==> config.mk <==
export PLATFORM = sky130hd
export DESIGN_NAME = spi_multi_top
export DESIGN_NICKNAME = d
export VERILOG_FILES = /design/src/source/spi_pkg.sv /design/src/source/apb_spi_regs.sv /design/src/source/spi_channel.sv /design/src/source/spi_multi_top.sv /design/src/source/spi_result_collect.sv
export SDC_FILE = /design/constraint.sdc
export NUM_CORES = 1
export LEC_CHECK = 0
export BUFFER_PORTS_ARGS = -buffer_cell sky130_fd_sc_hd__buf_4
export CORE_MARGIN = 5
export CORE_UTILIZATION = 50
export DETAILED_ROUTE_END_ITERATION = 6
export PLACE_DENSITY = 0.68
export SLEW_MARGIN = 40
export SYNTH_ARGS = -nofsm -noshare
export SYNTH_HDL_FRONTEND = slang
export SYNTH_HIERARCHICAL = 1
export SYNTH_SLANG_ARGS = --single-unit
==> constraint.sdc <==
create_clock -name inner_clk -period 4.2 [get_ports inner_clk]
set_input_delay 0 -clock inner_clk [delete_from_list [all_inputs] [get_ports inner_clk]]
set_output_delay 0 -clock inner_clk [all_outputs]
set_load 0.05 [all_outputs]
==> src/source/spi_pkg.sv <==
package spi_pkg;

    localparam int num_channels    = 4;
    localparam int ch_idx_width    = 2;    // log2 of num_channels
    localparam int data_width      = 16;   // Fixed SPI word
    localparam int div_width       = 8;
    localparam int bit_count_width = 4;
    localparam int addr_width      = 8;
    localparam int pdata_width     = 32;   // APB data bus

    // Register map
    localparam logic [addr_width-1:0] reg_ctrl    = 8'h00;  // Start bits, write only
    localparam logic [addr_width-1:0] reg_status  = 8'h04;  // Done[3:0], busy[7:4]
    localparam logic [addr_width-1:0] reg_divisor = 8'h08;
    localparam logic [addr_width-1:0] reg_irq_en  = 8'h0C;
    localparam logic [addr_width-1:0] reg_tx_base = 8'h10;  // 0x10 + 4n
    localparam logic [addr_width-1:0] reg_rx_base = 8'h20;  // 0x20 + 4n, read only

    // Engine FSM
    typedef enum logic [1:0] {
        st_idle,
        st_select,
        st_transfer,
        st_done
    } spi_state_e;

    // Decoded register target
    typedef enum logic [2:0] {
        sel_ctrl,
        sel_status,
        sel_divisor,
        sel_irq_en,
        sel_tx,
        sel_rx,
        sel_invalid
    } reg_sel_e;

endpackage

==> src/source/apb_spi_regs.sv <==
module apb_spi_regs (
    input  logic                                                       inner_clk,
    input  logic                                                       reset,
    input  logic                                                       psel,
    input  logic                                                       penable,
    input  logic                                                       pwrite,
    input  logic [spi_pkg::addr_width-1:0]                             paddr,
    input  logic [spi_pkg::pdata_width-1:0]                            pwdata,
    input  logic [spi_pkg::num_channels-1:0]                           busy,
    input  logic [spi_pkg::num_channels-1:0]                           done_flags,
    input  logic [spi_pkg::num_channels-1:0][spi_pkg::data_width-1:0] rx_words,
    output logic [spi_pkg::pdata_width-1:0]                            prdata,
    output logic                                                       pready,
    output logic                                                       pslverr,
    output logic [spi_pkg::num_channels-1:0][spi_pkg::data_width-1:0] tx_data,
    output logic [spi_pkg::div_width-1:0]                              divisor,
    output logic [spi_pkg::num_channels-1:0]                           start,
    output logic [spi_pkg::num_channels-1:0]                           clear_done,
    output logic [spi_pkg::num_channels-1:0]                           irq_en
);
    import spi_pkg::*;

    reg_sel_e                sel;
    logic [ch_idx_width-1:0] ch_idx;
    logic                    access;
    logic                    wr_en;

    assign ch_idx = paddr[ch_idx_width+1:2];      // Word index inside tx/rx window
    assign access = psel & penable;
    assign wr_en  = access & pwrite;
    assign pready = 1'b1;                         // No wait states

    // Address decode, shared by read and write paths
    always_comb begin
        sel = sel_invalid;
        if (paddr[1:0] == 2'b00) begin
            if (paddr == reg_ctrl) begin
                sel = sel_ctrl;
            end else if (paddr == reg_status) begin
                sel = sel_status;
            end else if (paddr == reg_divisor) begin
                sel = sel_divisor;
            end else if (paddr == reg_irq_en) begin
                sel = sel_irq_en;
            end else if (paddr[addr_width-1:4] == reg_tx_base[addr_width-1:4]) begin
                sel = sel_tx;
            end else if (paddr[addr_width-1:4] == reg_rx_base[addr_width-1:4]) begin
                sel = sel_rx;
            end
        end
    end

    // Unmapped address, or software trying to write a received word
    assign pslverr = access & ((sel == sel_invalid) | (pwrite & (sel == sel_rx)));

    // Control registers and one-cycle command pulses
    always_ff @(posedge inner_clk or posedge reset) begin
        if (reset) begin
            divisor    <= '0;
            irq_en     <= '0;
            start      <= '0;
            clear_done <= '0;
        end else begin
            start      <= '0;
            clear_done <= '0;
            if (wr_en) begin
                case (sel)
                    sel_ctrl:    start      <= pwdata[num_channels-1:0] & ~busy;  // Busy drops it
                    sel_status:  clear_done <= pwdata[num_channels-1:0];          // W1C
                    sel_divisor: divisor    <= pwdata[div_width-1:0];
                    sel_irq_en:  irq_en     <= pwdata[num_channels-1:0];
                    default:     ;
                endcase
            end
        end
    end

    // Transmit words
    always_ff @(posedge inner_clk) begin
        if (wr_en && sel == sel_tx) begin
            tx_data[ch_idx] <= pwdata[data_width-1:0];
        end
    end

    // Read mux, valid during the access cycle
    always_comb begin
        prdata = '0;
        case (sel)
            sel_status: begin
                prdata[num_channels-1:0]              = done_flags;
                prdata[2*num_channels-1:num_channels] = busy;
            end
            sel_divisor: prdata[div_width-1:0]    = divisor;
            sel_irq_en:  prdata[num_channels-1:0] = irq_en;
            sel_tx:      prdata[data_width-1:0]   = tx_data[ch_idx];
            sel_rx:      prdata[data_width-1:0]   = rx_words[ch_idx];
            default:     prdata = '0;             // ctrl reads back zero
        endcase
    end

endmodule

==> src/source/spi_channel.sv <==
module spi_channel (
    input  logic                           inner_clk,
    input  logic                           reset,
    input  logic                           start,
    input  logic [spi_pkg::data_width-1:0] tx_data,
    input  logic [spi_pkg::div_width-1:0]  divisor,
    input  logic                           miso,
    output logic                           sclk,
    output logic                           mosi,
    output logic                           cs_n,
    output logic                           busy,
    output logic [spi_pkg::data_width-1:0] rx_data,
    output logic                           done
);
    import spi_pkg::*;

    spi_state_e                 state;
    logic [data_width-1:0]      tx_shift;
    logic [data_width-1:0]      rx_shift;
    logic [bit_count_width-1:0] bit_cnt;
    logic [div_width-1:0]       div_cnt;
    logic [div_width-1:0]       div_hold;    // Divisor frozen for the transfer
    logic                       half_tick;
    logic                       bit_end;

    assign half_tick = (div_cnt == div_hold);
    assign bit_end   = (state == st_transfer) & half_tick & ~sclk;  // End of low half

    assign mosi    = tx_shift[0] & ~cs_n;     // LSB first, low while deselected
    assign busy    = (state != st_idle);
    assign rx_data = rx_shift;

    // FSM, SCLK and chip select
    always_ff @(posedge inner_clk or posedge reset) begin
        if (reset) begin
            state   <= st_idle;
            sclk    <= 1'b0;
            cs_n    <= 1'b1;
            done    <= 1'b0;
            bit_cnt <= '0;
            div_cnt <= '0;
        end else begin
            done <= 1'b0;
            case (state)
                st_idle: begin
                    if (start) begin
                        bit_cnt <= bit_count_width'(data_width - 1);
                        state   <= st_select;
                    end
                end

                st_select: begin
                    cs_n    <= 1'b0;
                    sclk    <= 1'b1;          // First bit starts with SCLK high
                    div_cnt <= '0;
                    state   <= st_transfer;
                end

                st_transfer: begin
                    if (half_tick) begin
                        div_cnt <= '0;
                        if (sclk) begin
                            sclk <= 1'b0;     // Slave samples here
                        end else if (bit_cnt == '0) begin
                            cs_n  <= 1'b1;    // SCLK stays low
                            state <= st_done;
                        end else begin
                            bit_cnt <= bit_cnt - 1'b1;
                            sclk    <= 1'b1;  // Next bit, MOSI shifts now
                        end
                    end else begin
                        div_cnt <= div_cnt + 1'b1;
                    end
                end

                st_done: begin
                    done  <= 1'b1;
                    state <= st_idle;
                end

                default: state <= st_idle;
            endcase
        end
    end

    // Shift registers
    always_ff @(posedge inner_clk) begin
        if (state == st_idle && start) begin
            tx_shift <= tx_data;
            div_hold <= divisor;
        end else if (bit_end) begin
            tx_shift <= {1'b0, tx_shift[data_width-1:1]};
            rx_shift <= {miso, rx_shift[data_width-1:1]};  // MISO enters at the top
        end
    end

endmodule

==> src/source/spi_multi_top.sv <==
module spi_multi_top (
    input  logic                             inner_clk,
    input  logic                             reset,
    input  logic                             psel,
    input  logic                             penable,
    input  logic                             pwrite,
    input  logic [spi_pkg::addr_width-1:0]   paddr,
    input  logic [spi_pkg::pdata_width-1:0]  pwdata,
    output logic [spi_pkg::pdata_width-1:0]  prdata,
    output logic                             pready,
    output logic                             pslverr,
    output logic [spi_pkg::num_channels-1:0] sclk,
    output logic [spi_pkg::num_channels-1:0] mosi,
    output logic [spi_pkg::num_channels-1:0] cs_n,
    input  logic [spi_pkg::num_channels-1:0] miso,
    output logic                             irq
);
    import spi_pkg::*;

    logic [num_channels-1:0][data_width-1:0] tx_data;
    logic [num_channels-1:0][data_width-1:0] rx_data;
    logic [num_channels-1:0][data_width-1:0] rx_words;
    logic [div_width-1:0]                    divisor;
    logic [num_channels-1:0]                 start;
    logic [num_channels-1:0]                 busy;
    logic [num_channels-1:0]                 done;
    logic [num_channels-1:0]                 done_flags;
    logic [num_channels-1:0]                 clear_done;
    logic [num_channels-1:0]                 irq_en;

    apb_spi_regs u_regs (
        .inner_clk  (inner_clk),
        .reset      (reset),
        .psel       (psel),
        .penable    (penable),
        .pwrite     (pwrite),
        .paddr      (paddr),
        .pwdata     (pwdata),
        .busy       (busy),
        .done_flags (done_flags),
        .rx_words   (rx_words),
        .prdata     (prdata),
        .pready     (pready),
        .pslverr    (pslverr),
        .tx_data    (tx_data),
        .divisor    (divisor),
        .start      (start),
        .clear_done (clear_done),
        .irq_en     (irq_en)
    );

    // One engine per channel, divisor shared
    for (genvar ch = 0; ch < num_channels; ch++) begin : gen_ch
        spi_channel u_channel (
            .inner_clk (inner_clk),
            .reset     (reset),
            .start     (start[ch]),
            .tx_data   (tx_data[ch]),
            .divisor   (divisor),
            .miso      (miso[ch]),
            .sclk      (sclk[ch]),
            .mosi      (mosi[ch]),
            .cs_n      (cs_n[ch]),
            .busy      (busy[ch]),
            .rx_data   (rx_data[ch]),
            .done      (done[ch])
        );
    end

    spi_result_collect u_collect (
        .inner_clk  (inner_clk),
        .reset      (reset),
        .done       (done),
        .rx_data    (rx_data),
        .clear_done (clear_done),
        .irq_en     (irq_en),
        .done_flags (done_flags),
        .rx_words   (rx_words),
        .irq        (irq)
    );

endmodule

==> src/source/spi_result_collect.sv <==
module spi_result_collect (
    input  logic                                                       inner_clk,
    input  logic                                                       reset,
    input  logic [spi_pkg::num_channels-1:0]                           done,
    input  logic [spi_pkg::num_channels-1:0][spi_pkg::data_width-1:0] rx_data,
    input  logic [spi_pkg::num_channels-1:0]                           clear_done,
    input  logic [spi_pkg::num_channels-1:0]                           irq_en,
    output logic [spi_pkg::num_channels-1:0]                           done_flags,
    output logic [spi_pkg::num_channels-1:0][spi_pkg::data_width-1:0] rx_words,
    output logic                                                       irq
);
    import spi_pkg::*;

    logic [num_channels-1:0] flags_next;

    // Set beats clear when both land in the same cycle
    always_comb begin
        for (int i = 0; i < num_channels; i++) begin
            if (done[i]) begin
                flags_next[i] = 1'b1;
            end else if (clear_done[i]) begin
                flags_next[i] = 1'b0;
            end else begin
                flags_next[i] = done_flags[i];
            end
        end
    end

    // Sticky flags and registered interrupt
    always_ff @(posedge inner_clk or posedge reset) begin
        if (reset) begin
            done_flags <= '0;
            irq        <= 1'b0;
        end else begin
            done_flags <= flags_next;
            irq        <= |(done_flags & irq_en);  // One cycle behind the flags
        end
    end

    // Received words, a newer completion overwrites an unread one
    always_ff @(posedge inner_clk) begin
        for (int i = 0; i < num_channels; i++) begin
            if (done[i]) begin
                rx_words[i] <= rx_data[i];
            end
        end
    end

endmodule

After elaboration in Yosys (flattened, before gate mapping). Cells that the tools add are included. W data, S select, Z words.

Reductions and logical operators: 60. Equality and inequality tests: 47. Add/subtract/negate cells: 8. Bitwise operators: 32. Muxes and demuxes: 121. $lt $le $gt $ge: 2.

Operators by type and width (count): $mux W16 (11); $mux W4 (20); $pmux W8 S2 (5); $bmux W16 S2 (2); $bwmux W64 (1); $reduce_bool A2 Y1 (20); $mux W1 (36); $mux W2 (17); $add A8 B1 Y8 const B (4); $demux W16 S2 (1); $eq A8 B8 Y1 (4); $mux W8 (4); $ne A2 B2 Y1 const B (16); $pmux W2 S4 (4); $pmux W4 S2 (4); $reduce_and A4 Y1 (8); $pmux W4 S5 (1); $reduce_and A2 Y1 (10); $reduce_and A5 Y1 (4); $mux W3 (6); $and A1 B1 Y1 (16); $eq A2 B2 Y1 const B (8); $eq A8 B4 Y1 const B (2); $logic_not A4 Y1 (4); 22 further kinds (62).

Flip-flop bits (word level): 381. Input bits: 49. Output and inout port bits: 47.

Depth between registers and ports, before layout.
Depth in word-level cells: 12. Mapped depth: 7.

Hierarchy. The synthesis kept the hierarchy.

By module, submodules not included: spi_channel at gen_ch[1].u_channel ... (area each 2539.9 um2, cells each 180, times used 2, sequential area each 1627.8 um2); apb_spi_regs (area each 3965.1 um2, cells each 231, times used 1, sequential area each 2422.3 um2); spi_channel at gen_ch[3].u_channel (area each 2642.5 um2, cells each 189, times used 1, sequential area each 1627.8 um2); spi_channel at gen_ch[0].u_channel (area each 2516.2 um2, cells each 179, times used 1, sequential area each 1627.8 um2); spi_result_collect (area each 2115.8 um2, cells each 81, times used 1, sequential area each 2047.0 um2).

Worst setup path before layout. No wires, ideal clock.

Path kind: register to register. From: reg gen_ch[0].u_channel.state[0]. To: reg gen_ch[0].u_channel.rx_shift[0] (enable). Stages on the path, launching flop included: 7. Setup slack: 0.726 ns. Library setup time: 0.430 ns. Path buffers: 1. Data required time: 3.770 ns. Arrival: 3.044 ns. Period minus slack after synthesis: 3.474 ns. Cells stage by stage: dfrtp_1 -> inv_1 -> ha_1 -> nand2_1 -> clkbuf_1 -> inv_1 -> nor4_1.

Cells in the longest elaborated chain, start to end: 4. Elaborated cells between the ends (all ways): 7.

Ends and longest elaborated chain: from (decl) (RTL line spi_channel.sv:17) `spi_state_e state;`; from (signal assigned) (RTL line spi_channel.sv:36) `state <= st_idle;`; from (signal assigned) (RTL line spi_channel.sv:48) `state <= st_select;`; from (signal assigned) (RTL line spi_channel.sv:56) `state <= st_transfer;`; $eq A2 B2 Y1 or $logic_not A2 Y1 (tied branches) (RTL line spi_channel.sv:27, spi_channel.sv:88); $and A1 B1 Y1 or $logic_and A1 B1 Y1 (tied branches) (RTL line spi_channel.sv:27, spi_channel.sv:88); $and A1 B1 Y1 or $not A1 Y1 (tied branches); $reduce_and A2 Y1 (no source line) *; to (signal assigned) (RTL line spi_channel.sv:93) `rx_shift <= {miso, rx_shift[data_width-1:1]};`; to (decl) (RTL line spi_channel.sv:19) `logic [data_width-1:0] rx_shift;`.

Mark *: on every way between the ends. The rest lies on a longest branch, timed or not. A chain may end at the register's enable or synchronous reset.

Final worst setup path.
From: reg gen_ch[3].u_channel.state[0]. To: reg gen_ch[3].u_channel.rx_shift[9] (enable).

Cells in the longest elaborated chain, start to end: 4. Elaborated cells between the ends (all ways): 7.

Ends and longest elaborated chain (RTL line): from (decl) (spi_channel.sv:17); from (signal assigned) (spi_channel.sv:36); from (signal assigned) (spi_channel.sv:48); from (signal assigned) (spi_channel.sv:56); $eq A2 B2 Y1 or $logic_not A2 Y1 (tied branches) (spi_channel.sv:27, spi_channel.sv:88); $and A1 B1 Y1 or $logic_and A1 B1 Y1 (tied branches) (spi_channel.sv:27, spi_channel.sv:88); $and A1 B1 Y1 or $not A1 Y1 (tied branches); $reduce_and A2 Y1 (no source line) *; to (signal assigned) (spi_channel.sv:93); to (decl) (spi_channel.sv:19).

Marks and branches as above.

==> impl_metrics.py <==
metrics = {
    "clock_tree": {
        "htreeDepth": 2,
        "clk_path_buf_depth": 3,
        "cts_root_buf": "clkbuf_16",
        "clk_pin_slew_worst_paths_ps": 60,
        "clock_latency_ps": 530,
        "cts_resized": 0,
        "clock_sinks": 381,
        "cts_tree": "built",
        "ctsHoldBuffers": 23,
        "cts_buffers": 40,
        "postCtsSetupBuffers": 0,
    },
    "power_and_ir_drop": {
        "ir_worst_vdd_uv": 323,
        "p_leak_uw": 0.00677,
        "powerDensity_nw_per_um2": 528,
    },
    "timing": {
        "timing.fmax_mhz": 422,
        "setup_ws_ps": 1830,
        "finalHoldViolCount": 0,
        "worstMarginPinSlew_ps": 836,
        "layout_min_cycle_time_ps": 2370,
        "report.final.slew_viol_count": 0,
        "setup_viol": 0,
        "relSlewSlack": 0.443,
        "setup_tns_ps": 0,
        "rsz0062_at_grt": "no",
        "skew_ps": 16.5,
        "finalCritPeriodShare": 0.564,
    },
    "layout": {
        "synthToLayoutAreaGrowth_pct": 15.0,
        "utilization": 0.580,
        "final_nets": 1211,
        "layout-drive-gt1-share": 0.252,
        "diodes": 0,
    },
    "placed_design": {
        "hpwlAfterDp_mm": 22.4,
        "gp_congestion": 0.833,
        "dp_slack_ps": 1510,
        "portBuffers": 62,
    },
    "worst_setup_path": {
        "cp-end-kind": "flop",
        "cp_slowest_cell": "ha_1",
        "worstSetupPathType": "flop to flop",
        "worstPathCellList": "inv_1, ha_1, inv_1, nor4_2, buf_4",
        "path_max_fanout": 16,
        "cpMostUsedCell": "inv_1",
        "worstPathRequired_ps": 4410,
        "worstReg2RegStart": "gen_ch[3].u_channel/state[0]",
        "timing.rr.end": "gen_ch[3].u_channel/rx_data[9]",
        "cpPeakStageDelay_ps": 570,
        "crit_path_start_kind": "flop",
        "reg2regPathDepth": 5,
        "cp.arrival_ps": 2580,
        "r2r_slack_ps": 1830,
    },
    "die": {
        "start_util": 0.504,
        "num_rows": 66,
        "num_io_pins": 96,
        "core-area_um2": 32400,
        "die_w_um": 191,
        "fp.dieArea_um2": 36400,
        "fp.dieH_um": 191,
    },
    "yosys": {
        "yosysTopAreaCellShare": 0.530,
        "synth_top_area_cell": "edfxtp_1",
        "synth-main-ff-cell": "edfxtp_1",
        "synthArstFlopShare": 0.244,
        "ys_types": 78,
        "synth_area_leaders": "edfxtp_1 53%, dfrtp_1 14%, mux2_2 5.2%, mux4_2 4.4%, ha_1 1.8%",
        "ys_ff_latch": 381,
        "synth_common_cells": "288 x edfxtp_1, 89 x dfrtp_1, 76 x mux2_2, 54 x inv_1, 40 x nor2_1",
        "yosysSeqAreaShare": 0.673,
        "syn-cell-area_um2": 16300,
        "avgSynthCellArea_um2": 15.7,
        "synth_cells": 1040,
        "yosysMostFrequentCell": "edfxtp_1",
        "synth_edf_count": 288,
        "ys_warn_count": 6,
    },
    "global_route": {
        "antenna_found_initial": 0,
        "grt_pass1_wl_mm": 54.1,
        "grt.overflow.total": 0,
        "track_usage": 0.191,
        "grt_max_degree": 45,
        "grt_pass1_vias": 9363,
    },
    "drt": {
        "vias": 9197,
        "wl_met2_mm": 16.5,
        "viasPerCell": 5.71,
        "finalWirelength_mm": 34.6,
        "drc": 0,
        "firstDrtPassIters": 5,
        "top_layer_used": "met4",
        "antenna_left": 0,
        "wl_per_cell_um": 21.5,
        "drtIter0Drc": 690,
        "wl_met1_mm": 15.1,
        "met3_length_mm": 2.15,
    },
    "run_status": {
        "outcome": "complete, no violations",
    },
    "job": {
        "maxCapViolations": 0,
    },
    "min_path": {
        "hp-class": "input pin to async pin",
    },
}
==> power by group <==
group | internal (uW) | switching [uW] | leakage, uW
clock network | 2210 | 1410 | 0.000661
registers | 4390 | 339 | 0.00379
logic | 579 | 988 | 0.00231
==> cell usage in the layout (no fill, tap or decap), types with 16 or more instances in the layout <==
master	n
mux2_2	76
clkbuf_16	40
nor2_1	40
conb_1	17
edfxtp_1	288
xnor2_1	28
mux4_2	32
a211oi_1	16
ha_1	24
nand4_1	20
a21oi_1	27
dlygate4sd3_1	23
dfrtp_1	87
xor2_1	18
nand2_1	28
inv_1	53
buf_4	73
==> cell type report <==
| class | instances | area (um2) |
|---|---|---|
| inverters | 55 | 206 |
| fillers | 2490 | 13600 |
| repair buffers | 97 | 790 |
| clock inverters | 22 | 298 |
| flip-flops and latches | 381 | 11000 |
| clock buffers | 50 | 1050 |
| multi-input cells | 563 | 4880 |
| well taps | 442 | 553 |
==> stage by stage <==
step | hold slack, ps | cells | total power, uW | area (um2)
6_report | 38.3 | 1610 | 9910 | 18800
5_1_grt | 53.1 | 1610 | 10400 | 18800
4_1_cts | 40.6 | 1610 | 9990 | 18800
3_5_place_dp | 26.0 | 1515 | 6340 | 17200
3_3_place_gp | 10.0 | 1515 | 6300 | 17200
2_1_floorplan | -221 | 1055 | 5880 | 16400
==> logic make-up (layout without fill, tap and decap cells) <==
logic type	after synthesis	after routing	synth area share
compound gates	147	147	0.0687
xor+xnor	50	50	0.0287
fa+ha+maj	24	24	0.0184
buf+inv	111	224	0.0339
flops	381	381	0.673
mux	113	113	0.0997
other cells	2	17	0.000460
simple gates	212	212	0.0774
==> routing by layer <==
layer,up-vias,global-route usage
met5,-,0
li1,4170,-
met1,4694,0.268
met2,285,0.309
met4,0,0.0492
met3,48,0.0370
==> worst max path at each step <==
stage,start,endpoint,slack (ps),depth (start not counted)
floorplan,gen_ch[0].u_channel/state[0],gen_ch[0].u_channel/rx_data[0],730,6
global placement,gen_ch[0].u_channel/state[0],gen_ch[0].u_channel/rx_data[15],1560,6
detailed placement,gen_ch[0].u_channel/state[0],gen_ch[0].u_channel/rx_data[12],1510,6
CTS,gen_ch[0].u_channel/state[0],gen_ch[0].u_channel/rx_data[11],1490,6
global route,gen_ch[0].u_channel/state[0],gen_ch[0].u_channel/bit_cnt[0],1660,7
finish,gen_ch[3].u_channel/state[0],gen_ch[3].u_channel/rx_data[9],1830,5
==> registers in the layout, summed over array words and instances (netlist names), 8 cells and up <==
register	cells
gen_ch.u_channel/tx_shift	64
u_regs/divisor	8
u_collect/rx_words	64
gen_ch.u_channel/rx_data	64
gen_ch.u_channel/div_hold	32
u_regs/tx_data	64
gen_ch.u_channel/div_cnt	32
gen_ch.u_channel/state	8
gen_ch.u_channel/bit_cnt	16
==> worst max-delay path: cells and delay by family (launching register included) <==
| family | cells | cell delay, ps |
|---|---|---|
| buffers and inverters | 3 | 740 |
| adder cells (fa/ha/maj) | 1 | 570 |
| flip-flops | 1 | 400 |
| AND/OR/NAND/NOR | 1 | 320 |
No activity file was read; power rests on OpenSTA's default activity.
